[src/verilog/tiny_core_config.svh]
/*
 * Build-time configuration of the tiny_core RV32I subset core
 */

`ifndef TINY_CORE_CONFIG_SVH
`define TINY_CORE_CONFIG_SVH

// Program counter value after reset
`define TINY_BOOT_ADDR 32'h0000_0080

// Data, address and bus width
`define TINY_XLEN 32

// Integer register file size, x0 reads as zero
`define TINY_NUM_REGS 32

`endif

[src/verilog/tiny_isa_pkg.sv]
/*
 * ISA types for tiny_core: opcodes, ALU operations, decoded instruction
 */

`include "tiny_core_config.svh"

package tiny_isa_pkg;

  typedef logic [$clog2(`TINY_NUM_REGS)-1:0] reg_addr_t;

  // Major opcodes of the supported subset
  typedef enum logic [6:0] {
    OPC_OP_IMM = 7'b0010011,
    OPC_OP     = 7'b0110011,
    OPC_LUI    = 7'b0110111,
    OPC_LOAD   = 7'b0000011,
    OPC_STORE  = 7'b0100011,
    OPC_BRANCH = 7'b1100011,
    OPC_JAL    = 7'b1101111
  } opcode_e;

  typedef enum logic [2:0] {
    ALU_ADD,
    ALU_SUB,
    ALU_AND,
    ALU_OR,
    ALU_XOR,
    ALU_PASS
  } alu_op_e;

  typedef enum logic [2:0] {
    KIND_ALU,
    KIND_LOAD,
    KIND_STORE,
    KIND_BRANCH,
    KIND_JAL,
    KIND_ILLEGAL
  } instr_kind_e;

  typedef struct packed {
    instr_kind_e           kind;
    alu_op_e               alu_op;
    reg_addr_t             rd;
    reg_addr_t             rs1;
    reg_addr_t             rs2;
    logic [`TINY_XLEN-1:0] imm;
    logic                  use_imm;
    logic                  br_eq;    // BEQ when set, BNE otherwise
  } decoded_instr_t;

endpackage

[src/verilog/tiny_bus_pkg.sv]
/*
 * Bus and trace types for tiny_core: memory request and retirement record
 */

`include "tiny_core_config.svh"

package tiny_bus_pkg;

  // Request phase payload, held stable while req is high
  typedef struct packed {
    logic [`TINY_XLEN-1:0]   addr;
    logic                    we;
    logic [`TINY_XLEN/8-1:0] be;
    logic [`TINY_XLEN-1:0]   wdata;
  } mem_req_t;

  // One record per retired instruction
  typedef struct packed {
    logic [31:0]             order;
    logic [`TINY_XLEN-1:0]   pc;
    logic [31:0]             insn;
    logic                    trap;
    tiny_isa_pkg::reg_addr_t rd_addr;
    logic [`TINY_XLEN-1:0]   rd_wdata;
    logic [`TINY_XLEN-1:0]   mem_addr;
    logic                    mem_we;
  } retire_t;

endpackage

[src/verilog/tiny_core_top.sv]
/*
 * tiny_core top level: fetch, execute and load/store unit
 * with separate instruction and data buses and a retirement trace
 */

`timescale 1ns/1ns
`include "tiny_core_config.svh"

module tiny_core_top (
  input  logic                   clk_i,
  input  logic                   rst_i,
  input  logic                   fetch_enable_i,
  output logic                   instr_req_o,
  input  logic                   instr_gnt_i,
  input  logic                   instr_rvalid_i,
  output logic [`TINY_XLEN-1:0]  instr_addr_o,
  input  logic [`TINY_XLEN-1:0]  instr_rdata_i,
  output logic                   data_req_o,
  input  logic                   data_gnt_i,
  input  logic                   data_rvalid_i,
  output tiny_bus_pkg::mem_req_t data_o,
  input  logic [`TINY_XLEN-1:0]  data_rdata_i,
  output logic                   retire_valid_o,
  output tiny_bus_pkg::retire_t  retire_o
);
  import tiny_bus_pkg::*;

  logic                  instr_valid;
  logic [`TINY_XLEN-1:0] instr;
  logic [`TINY_XLEN-1:0] instr_pc;
  logic                  pc_load;
  logic [`TINY_XLEN-1:0] pc_target;
  logic                  lsu_start;
  mem_req_t              lsu_req;
  logic                  lsu_done;
  logic [`TINY_XLEN-1:0] lsu_rdata;

  tiny_fetch u_fetch (
    .clk_i         (clk_i),
    .rst_i         (rst_i),
    .enable_i      (fetch_enable_i),
    .pc_load_i     (pc_load),
    .pc_target_i   (pc_target),
    .req_o         (instr_req_o),
    .gnt_i         (instr_gnt_i),
    .rvalid_i      (instr_rvalid_i),
    .rdata_i       (instr_rdata_i),
    .addr_o        (instr_addr_o),
    .instr_valid_o (instr_valid),
    .instr_o       (instr),
    .pc_o          (instr_pc)
  );

  tiny_exec u_exec (
    .clk_i          (clk_i),
    .rst_i          (rst_i),
    .instr_valid_i  (instr_valid),
    .instr_i        (instr),
    .pc_i           (instr_pc),
    .pc_load_o      (pc_load),
    .pc_target_o    (pc_target),
    .lsu_start_o    (lsu_start),
    .lsu_req_o      (lsu_req),
    .lsu_done_i     (lsu_done),
    .lsu_rdata_i    (lsu_rdata),
    .retire_valid_o (retire_valid_o),
    .retire_o       (retire_o)
  );

  tiny_lsu u_lsu (
    .clk_i         (clk_i),
    .rst_i         (rst_i),
    .start_i       (lsu_start),
    .req_i         (lsu_req),
    .done_o        (lsu_done),
    .rdata_o       (lsu_rdata),
    .data_req_o    (data_req_o),
    .data_gnt_i    (data_gnt_i),
    .data_rvalid_i (data_rvalid_i),
    .data_rdata_i  (data_rdata_i),
    .data_o        (data_o)
  );

endmodule

[src/verilog/tiny_exec.sv]
/*
 * Decode, register file, ALU, branch resolution and retirement.
 * Loads and stores are handed to the LSU and retire on its done strobe
 */

`timescale 1ns/1ns
`include "tiny_core_config.svh"

module tiny_exec (
  input  logic                   clk_i,
  input  logic                   rst_i,
  input  logic                   instr_valid_i,
  input  logic [`TINY_XLEN-1:0]  instr_i,
  input  logic [`TINY_XLEN-1:0]  pc_i,
  output logic                   pc_load_o,
  output logic [`TINY_XLEN-1:0]  pc_target_o,
  output logic                   lsu_start_o,
  output tiny_bus_pkg::mem_req_t lsu_req_o,
  input  logic                   lsu_done_i,
  input  logic [`TINY_XLEN-1:0]  lsu_rdata_i,
  output logic                   retire_valid_o,
  output tiny_bus_pkg::retire_t  retire_o
);
  import tiny_isa_pkg::*;
  import tiny_bus_pkg::*;

  decoded_instr_t        dec;
  logic [`TINY_XLEN-1:0] imm_i, imm_s, imm_b, imm_u, imm_j;
  logic [`TINY_XLEN-1:0] regs [`TINY_NUM_REGS];
  logic [`TINY_XLEN-1:0] rs1_val, rs2_val, op_b, alu_res;
  logic [`TINY_XLEN-1:0] seq_pc, br_target, wb_val;
  logic                  is_mem, take_target, retire_now;
  logic                  busy_q, retire_valid_q;
  logic [31:0]           order_q;
  retire_t               retire_d, retire_q;
  logic [`TINY_XLEN-1:0] pc_target_d, pc_target_q;
  logic [`TINY_XLEN-1:0] pend_pc, pend_insn, pend_addr;
  reg_addr_t             pend_rd;
  logic                  pend_we;

  assign imm_i = {{20{instr_i[31]}}, instr_i[31:20]};
  assign imm_s = {{20{instr_i[31]}}, instr_i[31:25], instr_i[11:7]};
  assign imm_b = {{19{instr_i[31]}}, instr_i[31], instr_i[7], instr_i[30:25],
                  instr_i[11:8], 1'b0};
  assign imm_u = {instr_i[31:12], 12'b0};
  assign imm_j = {{11{instr_i[31]}}, instr_i[31], instr_i[19:12], instr_i[20],
                  instr_i[30:21], 1'b0};

  // Anything not matched stays illegal with rd = x0
  always_comb begin
    dec        = '0;
    dec.kind   = KIND_ILLEGAL;
    dec.alu_op = ALU_ADD;
    dec.rs1    = instr_i[19:15];
    dec.rs2    = instr_i[24:20];
    case (instr_i[6:0])
      OPC_OP_IMM: if (instr_i[14:12] == 3'b000) begin
        dec.kind    = KIND_ALU;
        dec.rd      = instr_i[11:7];
        dec.imm     = imm_i;
        dec.use_imm = 1'b1;
      end
      OPC_OP: begin
        dec.kind = KIND_ALU;
        dec.rd   = instr_i[11:7];
        case ({instr_i[31:25], instr_i[14:12]})
          {7'b0000000, 3'b000}: dec.alu_op = ALU_ADD;
          {7'b0100000, 3'b000}: dec.alu_op = ALU_SUB;
          {7'b0000000, 3'b111}: dec.alu_op = ALU_AND;
          {7'b0000000, 3'b110}: dec.alu_op = ALU_OR;
          {7'b0000000, 3'b100}: dec.alu_op = ALU_XOR;
          default: begin
            dec.kind = KIND_ILLEGAL;
            dec.rd   = '0;
          end
        endcase
      end
      OPC_LUI: begin
        dec.kind    = KIND_ALU;
        dec.alu_op  = ALU_PASS;
        dec.rd      = instr_i[11:7];
        dec.imm     = imm_u;
        dec.use_imm = 1'b1;
      end
      OPC_LOAD: if (instr_i[14:12] == 3'b010) begin
        dec.kind = KIND_LOAD;
        dec.rd   = instr_i[11:7];
        dec.imm  = imm_i;
      end
      OPC_STORE: if (instr_i[14:12] == 3'b010) begin
        dec.kind = KIND_STORE;
        dec.imm  = imm_s;
      end
      OPC_BRANCH: if (instr_i[14:13] == 2'b00) begin
        dec.kind  = KIND_BRANCH;
        dec.imm   = imm_b;
        dec.br_eq = ~instr_i[12];
      end
      OPC_JAL: begin
        dec.kind = KIND_JAL;
        dec.rd   = instr_i[11:7];
        dec.imm  = imm_j;
      end
      default: ;
    endcase
  end

  assign rs1_val = (dec.rs1 == '0) ? '0 : regs[dec.rs1];
  assign rs2_val = (dec.rs2 == '0) ? '0 : regs[dec.rs2];
  assign op_b    = dec.use_imm ? dec.imm : rs2_val;

  always_comb begin
    case (dec.alu_op)
      ALU_ADD:  alu_res = rs1_val + op_b;
      ALU_SUB:  alu_res = rs1_val - op_b;
      ALU_AND:  alu_res = rs1_val & op_b;
      ALU_OR:   alu_res = rs1_val | op_b;
      ALU_XOR:  alu_res = rs1_val ^ op_b;
      ALU_PASS: alu_res = op_b;
      default:  alu_res = '0;
    endcase
  end

  assign seq_pc      = pc_i + `TINY_XLEN'(4);
  assign br_target   = pc_i + dec.imm;
  assign take_target = (dec.kind == KIND_JAL) ||
                       ((dec.kind == KIND_BRANCH) && ((rs1_val == rs2_val) == dec.br_eq));
  assign wb_val      = (dec.kind == KIND_JAL) ? seq_pc : alu_res;
  assign is_mem      = (dec.kind == KIND_LOAD) || (dec.kind == KIND_STORE);

  // Word access, address from rs1 + offset
  assign lsu_start_o     = instr_valid_i && is_mem;
  assign lsu_req_o.addr  = rs1_val + dec.imm;
  assign lsu_req_o.we    = (dec.kind == KIND_STORE);
  assign lsu_req_o.be    = '1;
  assign lsu_req_o.wdata = rs2_val;

  assign retire_now = (instr_valid_i && !is_mem) || (busy_q && lsu_done_i);

  always_comb begin
    retire_d.order = order_q;
    if (busy_q) begin
      // Completion of a pending load or store
      retire_d.pc       = pend_pc;
      retire_d.insn     = pend_insn;
      retire_d.trap     = 1'b0;
      retire_d.rd_addr  = pend_rd;
      retire_d.rd_wdata = (pend_rd != '0) ? lsu_rdata_i : '0;
      retire_d.mem_addr = pend_addr;
      retire_d.mem_we   = pend_we;
      pc_target_d       = pend_pc + `TINY_XLEN'(4);
    end else begin
      retire_d.pc       = pc_i;
      retire_d.insn     = instr_i;
      retire_d.trap     = (dec.kind == KIND_ILLEGAL);
      retire_d.rd_addr  = dec.rd;
      retire_d.rd_wdata = (dec.rd != '0) ? wb_val : '0;
      retire_d.mem_addr = '0;
      retire_d.mem_we   = 1'b0;
      pc_target_d       = take_target ? br_target : seq_pc;
    end
  end

  always_ff @(posedge clk_i) begin
    if (rst_i) begin
      busy_q         <= 1'b0;
      retire_valid_q <= 1'b0;
      order_q        <= '0;
    end else begin
      retire_valid_q <= retire_now;
      if (retire_now) begin
        order_q <= order_q + 32'd1;
      end
      if (lsu_start_o) begin
        busy_q <= 1'b1;
      end else if (lsu_done_i) begin
        busy_q <= 1'b0;
      end
    end
  end

  always_ff @(posedge clk_i) begin
    if (retire_now) begin
      retire_q    <= retire_d;
      pc_target_q <= pc_target_d;
      if (retire_d.rd_addr != '0) begin
        regs[retire_d.rd_addr] <= retire_d.rd_wdata;
      end
    end
    if (lsu_start_o) begin
      pend_pc   <= pc_i;
      pend_insn <= instr_i;
      pend_rd   <= dec.rd;
      pend_addr <= lsu_req_o.addr;
      pend_we   <= lsu_req_o.we;
    end
  end

  // Next pc is loaded in the retirement cycle
  assign retire_valid_o = retire_valid_q;
  assign retire_o       = retire_q;
  assign pc_load_o      = retire_valid_q;
  assign pc_target_o    = pc_target_q;

endmodule

[src/verilog/tiny_fetch.sv]
/*
 * Instruction fetch: program counter and one-at-a-time fetch on the
 * instruction bus, word handed to execute with its pc
 */

`timescale 1ns/1ns
`include "tiny_core_config.svh"

module tiny_fetch (
  input  logic                  clk_i,
  input  logic                  rst_i,
  input  logic                  enable_i,
  input  logic                  pc_load_i,
  input  logic [`TINY_XLEN-1:0] pc_target_i,
  output logic                  req_o,
  input  logic                  gnt_i,
  input  logic                  rvalid_i,
  input  logic [`TINY_XLEN-1:0] rdata_i,
  output logic [`TINY_XLEN-1:0] addr_o,
  output logic                  instr_valid_o,
  output logic [`TINY_XLEN-1:0] instr_o,
  output logic [`TINY_XLEN-1:0] pc_o
);

  typedef enum logic [1:0] {F_IDLE, F_REQ, F_WAIT} fetch_state_e;

  fetch_state_e          state_q;
  logic                  pend_q;
  logic [`TINY_XLEN-1:0] pc_q;

  always_ff @(posedge clk_i) begin
    if (rst_i) begin
      state_q <= F_IDLE;
      pend_q  <= 1'b1;
      pc_q    <= `TINY_BOOT_ADDR;
    end else begin
      if (pc_load_i) begin
        pc_q <= pc_target_i;
      end
      case (state_q)
        F_IDLE: begin
          // Fetch is held back here while disabled
          if ((pend_q || pc_load_i) && enable_i) begin
            state_q <= F_REQ;
            pend_q  <= 1'b0;
          end else if (pc_load_i) begin
            pend_q <= 1'b1;
          end
        end
        F_REQ: if (gnt_i) state_q <= F_WAIT;
        F_WAIT: if (rvalid_i) state_q <= F_IDLE;
        default: state_q <= F_IDLE;
      endcase
    end
  end

  assign req_o  = (state_q == F_REQ);
  assign addr_o = pc_q;

  // Word goes to execute in the response cycle
  assign instr_valid_o = (state_q == F_WAIT) && rvalid_i;
  assign instr_o       = rdata_i;
  assign pc_o          = pc_q;

endmodule

[src/verilog/tiny_lsu.sv]
/*
 * Load/store unit: one word access at a time on the data bus
 */

`timescale 1ns/1ns
`include "tiny_core_config.svh"

module tiny_lsu (
  input  logic                   clk_i,
  input  logic                   rst_i,
  input  logic                   start_i,
  input  tiny_bus_pkg::mem_req_t req_i,
  output logic                   done_o,
  output logic [`TINY_XLEN-1:0]  rdata_o,
  output logic                   data_req_o,
  input  logic                   data_gnt_i,
  input  logic                   data_rvalid_i,
  input  logic [`TINY_XLEN-1:0]  data_rdata_i,
  output tiny_bus_pkg::mem_req_t data_o
);
  import tiny_bus_pkg::*;

  typedef enum logic [1:0] {L_IDLE, L_REQ, L_WAIT} lsu_state_e;

  lsu_state_e            state_q;
  logic                  done_q;
  mem_req_t              req_q;
  logic [`TINY_XLEN-1:0] rdata_q;

  always_ff @(posedge clk_i) begin
    if (rst_i) begin
      state_q <= L_IDLE;
      done_q  <= 1'b0;
    end else begin
      done_q <= 1'b0;
      case (state_q)
        L_IDLE: if (start_i) state_q <= L_REQ;
        L_REQ: if (data_gnt_i) state_q <= L_WAIT;
        L_WAIT: begin
          if (data_rvalid_i) begin
            state_q <= L_IDLE;
            done_q  <= 1'b1;
          end
        end
        default: state_q <= L_IDLE;
      endcase
    end
  end

  // Access held stable until granted
  always_ff @(posedge clk_i) begin
    if (start_i && (state_q == L_IDLE)) begin
      req_q <= req_i;
    end
    if (data_rvalid_i && (state_q == L_WAIT)) begin
      rdata_q <= data_rdata_i;
    end
  end

  assign data_req_o = (state_q == L_REQ);
  assign data_o     = req_q;
  assign done_o     = done_q;
  assign rdata_o    = rdata_q;

endmodule
[config.mk]
export PLATFORM = sky130hd
export DESIGN_NAME = tiny_core_top
export DESIGN_NICKNAME = d
export VERILOG_FILES = /design/src/verilog/tiny_isa_pkg.sv /design/src/verilog/tiny_bus_pkg.sv /design/src/verilog/tiny_core_top.sv /design/src/verilog/tiny_exec.sv /design/src/verilog/tiny_fetch.sv /design/src/verilog/tiny_lsu.sv
export VERILOG_INCLUDE_DIRS = /design/src /design/src/verilog
export SDC_FILE = /design/constraint.sdc
export NUM_CORES = 2
export LEC_CHECK = 0
export BUFFER_PORTS_ARGS = -buffer_cell sky130_fd_sc_hd__buf_2
export CAP_MARGIN = 15
export CORE_MARGIN = 5
export CORE_UTILIZATION = 64
export CTS_BUF_LIST = sky130_fd_sc_hd__clkbuf_8
export DETAILED_ROUTE_END_ITERATION = 12
export PLACE_DENSITY = 0.83
export REMOVE_ABC_BUFFERS = 1
export SLEW_MARGIN = 20
export SYNTH_ARGS = -nofsm -noshare
export SYNTH_HDL_FRONTEND = slang
export SYNTH_SLANG_ARGS = --single-unit
[constraint.sdc]
create_clock -name clk_i -period 11.87 [get_ports clk_i]
set_input_delay 1.187 -clock clk_i [delete_from_list [all_inputs] [get_ports clk_i]]
set_output_delay 1.187 -clock clk_i [all_outputs]
set_load 0.02 [all_outputs]
---- Word-level counts from Yosys, hierarchy flattened ----
Memories as Yosys holds them, arrays and structs flattened.
Index checks and enable logic that the tools add are counted.
word-level totals
  bits in registers ....................... 470
  bits in latches ......................... 0
  bits in writable memories ............... 1,024
  memory bits (read-only) ................. 0
  output and inout port bits .............. 271
  memories kept ........................... 1
operators by class
  add/subtract/negate cells ............... 7
  multiply operators ...................... 0
  div/mod/pow operators ................... 0
  order comparisons ....................... 0
  equality and inequality tests ........... 34
  shift operators ......................... 0
  multiplexer cells ....................... 46
  bitwise logic cells ..................... 5
  reduce and logical (&&, ||, !) cells .... 32
memories
  memory       depth  width  rd ports  clocked after Yosys merged registers in  wr ports  line             RTL
  u_exec.regs  32     32     2         0                                        1         tiny_exec.sv:29  logic [`TINY_XLEN-1:0] regs [`TINY_NUM_REGS];
operators with widths
  cell                                                              number
  32-bit case mux with 6 select lines                               2
  32-bit two-way mux                                                11
  135-bit two-way mux                                               1
  32-bit adder                                                      3
  32-bit by 3-bit adder with 32-bit output, second input constant   2
  33-bit two-way mux                                                1
  32-bit by 1-bit adder with 32-bit output, second input constant   1
  32-bit AND                                                        1
  32-bit == test                                                    1
  32-bit OR                                                         1
  32-bit subtractor                                                 1
  32-bit bitwise XOR                                                1
  10-bit by 3-bit == test with 1-bit output, second input constant  3
  7-bit by 6-bit == test with 1-bit output, second input constant   3
  3-bit case mux with 7 select lines                                1
  5-bit case mux with 4 select lines                                1
  3-bit by 2-bit == test with 1-bit output, second input constant   5
  3-bit two-way mux                                                 5
  5-bit two-way mux                                                 3
  5-bit nonzero test                                                3
  7-bit == test, second input constant                              2
  3-bit == test, second input constant                              4
  2-bit two-way mux                                                 6
  2-bit case mux with 3 select lines                                2
  26 further kinds                                                  60

---- Depth between registers and ports, before layout ----
  word-level depth ........................ 13
  mapped depth ............................ 29
  gate-level depth less buffers ........... 23

---- Hierarchy ----
A second synthesis with hierarchy kept.
second synthesis, totals
  cell total of the unflattened synthesis .. 4,914
  area total of the unflattened synthesis .. 75,431.1 um^2
modules (own cells, without submodules)
  module      times used  cells each  area each (um^2)  sequential area each (um^2)
  tiny_exec   1           4,618       70,507.6          40,468.8
  tiny_lsu    1           113         3,160.5           3,093.0
  tiny_fetch  1           183         1,762.9           700.7

---- Least setup slack after synthesis ----
OpenSTA, ideal clock, no wires.
  path kind ............................... input -> register
  start ................................... input port instr_rdata_i[13]
  end ..................................... memory u_exec.regs[10][0] (netlist name), enable pin
  library setup time ...................... 0.448 ns
  arrival ................................. 8.775 ns
  data required time ...................... 11.422 ns
  path slack .............................. 2.647 ns
  cell stages on the path ................. 7
  path buffers ............................ 1
  cell sequence ........................... clkbuf_1 > or3b_2 > nor4_1 > o21a_1 > clkinv_1 > nand3_1 > nor2_1
on the way
  longest elaborated chain between the ends .. 11
ends and longest elaborated chain
  what                                                                                                  line                 RTL
  start, declared                                                                                       tiny_core_top.sv:17  input logic [`TINY_XLEN-1:0] instr_rdata_i,
  10-bit by 9-bit == test with 1-bit output, or another cell as far along                               tiny_exec.sv:66      case ({instr_i[31:25], instr_i[14:12]})
  5-bit OR reduction (no line)                                                                          n/a
  3-bit two-way mux                                                                                     tiny_exec.sv:66
  3-bit case mux with 7 select lines *                                                                  tiny_exec.sv:56      case (instr_i[6:0])
  3-bit by 1-bit == test with 1-bit output or 3-bit by 2-bit == test with 1-bit output (tied branches)  tiny_exec.sv:129     assign is_mem = (dec.kind == KIND_LOAD) || (dec.kind == KIND_STORE);
  1-bit logical OR *                                                                                    tiny_exec.sv:129
  1-bit logical NOT *                                                                                   tiny_exec.sv:138     assign retire_now = (instr_valid_i && !is_mem) || (busy_q && lsu_done_i);
  1-bit logical AND *                                                                                   tiny_exec.sv:138
  1-bit logical OR *                                                                                    tiny_exec.sv:138
  via u_exec.retire_now                                                                                 tiny_exec.sv:32      logic is_mem, take_target, retire_now;
  1-bit two-way mux *                                                                                   tiny_exec.sv:183     if (retire_now) begin
  1-bit two-way mux (not written as such) *                                                             tiny_exec.sv:187     regs[retire_d.rd_addr] <= retire_d.rd_wdata;
  end, declared                                                                                         tiny_exec.sv:29
The timed path passes the listed nets; every way through them passes the cells marked *.

==> out/metrics.csv <==
stage,metric,value,unit
outcome,status,"complete, no violations",
finish,area_growth,10.60,%
timing,setup_viol,0,
worst_setup_path,cp-end-kind,register,
cts,cts_buffers,222,
cts,clk_path_buf_depth,3,
cts,cts_resized,0,
timing,fin_crit_sh,72.52,%
die,die_w,350.3,um
cts,cts-hold-fix-buffers,0,
worst_hold_path,min_path_type,in2reg,
finish,fin_util,71.51,%
worst_setup_path,required,12.49,ns
finish,fill_cells,6987,
routing,drc,0,
die,die_h,350.3,um
timing,relSlewSlack,13.48,%
worst_setup_path,cp_max_fo,109,
power_and_ir_drop,seqPwrFrac,52.4,%
die,ios,342,
routing,viasPerCell,7.326,
placement,placement.io_buffers,337,
finish,fin_nets,5526,
routing,drtIter0Drc,8408,
synthesis,yosys.area.top_type,edfxtp_1,
placement,gp_congestion,1.007,
power_and_ir_drop,p_int,0.008157,W
finish,mostFrequentLayoutCells,"edfxtp_1 (1422), mux4_2 (443), buf_2 (332)",
synthesis,synth_top_area_share,57.60,%
synthesis,syn_avg_cell_area,15.30,um2
routing,firstDrtPassIters,9,
routing,drt-total-wl,247.4,mm
synthesis,yosys_most_used_dff,edfxtp_1,
timing,skew,0.05943,ns
worst_setup_path,arrival,9.23,ns
worst_setup_path,worstSetupStartpointType,input port,
die,coreArea,114700,um2
synthesis,syn-cell-area,74130,um2
power_and_ir_drop,ir_drop,0.0001220,V
power_and_ir_drop,p_sw_share,25.68,%
cts,cts_num_sinks,1494,
finish,stdcell_area,81990,um2
synthesis,ys_seq_area_share,59.55,%
timing,period_needed,8.608,ns
routing,via_count,51170,
synthesis,netlist-cell-type-count,92,
worst_setup_path,cp_slowest_cell,a2111oi_0,
power_and_ir_drop,p_leak,28.91,nW
job,maxCapViolCount,0,
worst_setup_path,path_cells,buf_8 > buf_12 > mux4_2 > mux2_2 > nand2_1 > o211ai_1 > mux2i_1 > inv_1 > or3_1 > nand2_1 > xnor2_1 > ha_1 > o21ai_0 > nand2b_1 > a21oi_1 > a211o_1 > a2111oi_0 > a21oi_1 > o21ai_0 > a21oi_1 > xor2_1 > o21ai_0 > a32o_2,
cts,cts_max_level,4,
global_route,grt_antenna_before_repair,7,
cts,cts_setup_buffers,0,
timing,rsz0062_at_grt,no,
power_and_ir_drop,p_comb_share,11.6,%
timing,worstMarginPinSlew,1.288,ns
power_and_ir_drop,total_power,0.01098,W
synthesis,ys_ff_latch,1494,
power_and_ir_drop,powerDensity,133.9,nW/um2
die,rows,124,
timing,tns,0,ns
finish,multi_input_area,28400,um2
synthesis,yosys-top-cells-area,"edfxtp_1 (58%), mux4_2 (13%), mux2i_1 (3.7%)",
synthesis,synthArstFlopShare,0,%
timing,drv_slew,0,
synthesis,synth_edf_count,1422,
synthesis,ys_warn_count,0,
global_route,grt_max_degree,133,
finish,mostFrequentLayoutCell,edfxtp_1,
placement,detailed_place.area,77810,um2
global_route,grt.total_usage,39.97,%
global_route,grt_overflow_total,0,
power_and_ir_drop,p_switching,0.002818,W
global_route,grt_pass1_vias,50230,
cts,clk_pin_slew,0.06,ns
power_and_ir_drop,clockPowerShare,36.0,%
placement,hpwl,153.1,mm
worst_setup_path,critPathKind,in2reg,
cts,cts-root-buf,clkbuf_8,
finish,drive_gt1_share,25.95,%
cts,clk-insertion-delay-late,0.98,ns
die,die_area,122700,um2
routing,ant_nets,0,
synthesis,netlist_instances,4845,
timing,hold_viol,0,
routing,wl_per_cell,35.42,um
worst_setup_path,max_stage_delay,0.85,ns
die,start_util,64.66,%
cts,cts_tree,yes,
global_route,grt_first_pass_wirelength,348.0,mm
finish,regArea,44150,um2
timing,fmax,116.2,MHz
[power by group through the flow]
stage | clock [W] | sequential [W] | combinational, W
6_report | 0.00395 | 0.00575 | 0.00127
2_1_floorplan | 0 | 0.00587 | 0.000697
3_3_place_gp | 0 | 0.00586 | 0.00121
5_1_grt | 0.00422 | 0.00575 | 0.00133
3_5_place_dp | 0 | 0.00586 | 0.00122
4_1_cts | 0.00396 | 0.00575 | 0.00123
[cell usage after synthesis (69+ instances only)]
cell type  instances
edfxtp_1        1422
mux4_2           443
nand2_1          280
mux2i_1          272
nor2_1           241
a21oi_1          166
ha_1             161
clkbuf_1         159
xnor2_1          158
o21ai_0          148
inv_1            119
mux2_2            90
nand3_1           79
dfxtp_1           72
xor2_1            69
[cells by family (layout without fill, tap and decap cells)]
logic type	count (synthesis)	count (layout)	synth area share [%]
flops	1494	1494	59.55
simple gates	911	911	5.887
compound gates	823	823	7.593
mux	806	806	18.52
buf+inv	418	1004	2.967
xor+xnor	227	227	2.682
fa+ha+maj	164	164	2.798
other cells	2	44	0.01013
[layout make-up]
class	count	area share, %
clock inverter	162	1.071
antenna	8	0.02442
inverter	120	0.5631
tap	1512	2.307
sequential	1494	53.84
clock buffer	236	3.962
timing repair buffer	486	3.595
multi-input combinational	2967	34.63
[per-layer routing]
layer | wire length [um] | GRT usage (%) | up-vias
li1 | - | - | 20260
met1 | 78820 | 49.36 | 24890
met2 | 109700 | 60.65 | 4830
met3 | 38330 | 14.22 | 1192
met4 | 20480 | 25.73 | 2
met5 | 13 | 0 | -
[through the flow]
stage / hold slack (ns) / std cells / worst slack (ns)
final: 0.4106 / 6985 / 3.262
after global routing: 0.3808 / 6980 / 2.926
after CTS: 0.3600 / 6977 / 3.138
after detailed placement: 0.4547 / 6579 / 2.135
after global placement: 0.4432 / 6579 / 2.376
after floorplan: 0.4280 / 4581 / 2.787
[registers in the layout, summed over array words and instances (netlist names)]
| signal | flops |
|---|---|
| u_exec.pc_load_o | 1 |
| u_lsu.rdata_o | 32 |
| u_exec.regs | 1024 |
| u_exec.pend_addr | 32 |
| u_fetch.addr_o | 32 |
| u_exec.retire_o | 167 |
| u_fetch.pend_q | 1 |
| u_fetch.state_q | 2 |
| u_exec.pc_target_o | 32 |
| u_exec.busy_q | 1 |
| u_exec.pend_we | 1 |
| u_lsu.data_o | 65 |
| u_lsu.state_q | 2 |
| u_exec.pend_insn | 32 |
| u_lsu.done_o | 1 |
| u_exec.pend_rd | 5 |
| u_exec.pend_pc | 32 |
| u_exec.order_q | 32 |
[path summary, 6_finish.rpt]
kind,startpoint,endpoint,slack [ns],cells past startpoint
setup / recovery,instr_rdata_i[21],u_exec.regs[3][23],3.26,23
hold reg to reg,u_exec.order_q[19],u_exec.retire_o[154],0.47,0
setup reg to reg,u_exec.regs[19][4],u_exec.regs[3][23],4.15,21
hold / removal,data_rdata_i[8],u_lsu.rdata_o[8],0.41,1
[critical path, delay by kind of cell]
kind                     cells  cell delay [ns]
adder cells (fa/ha/maj)      1             0.37
AND/OR/NAND/NOR              4             0.77
AO/OA/AOI/OAI               10             3.78
multiplexers                 3             1.29
buffers and inverters        3             1.19
XOR/XNOR                     2             0.28
(Power assumes the default switching activity.)
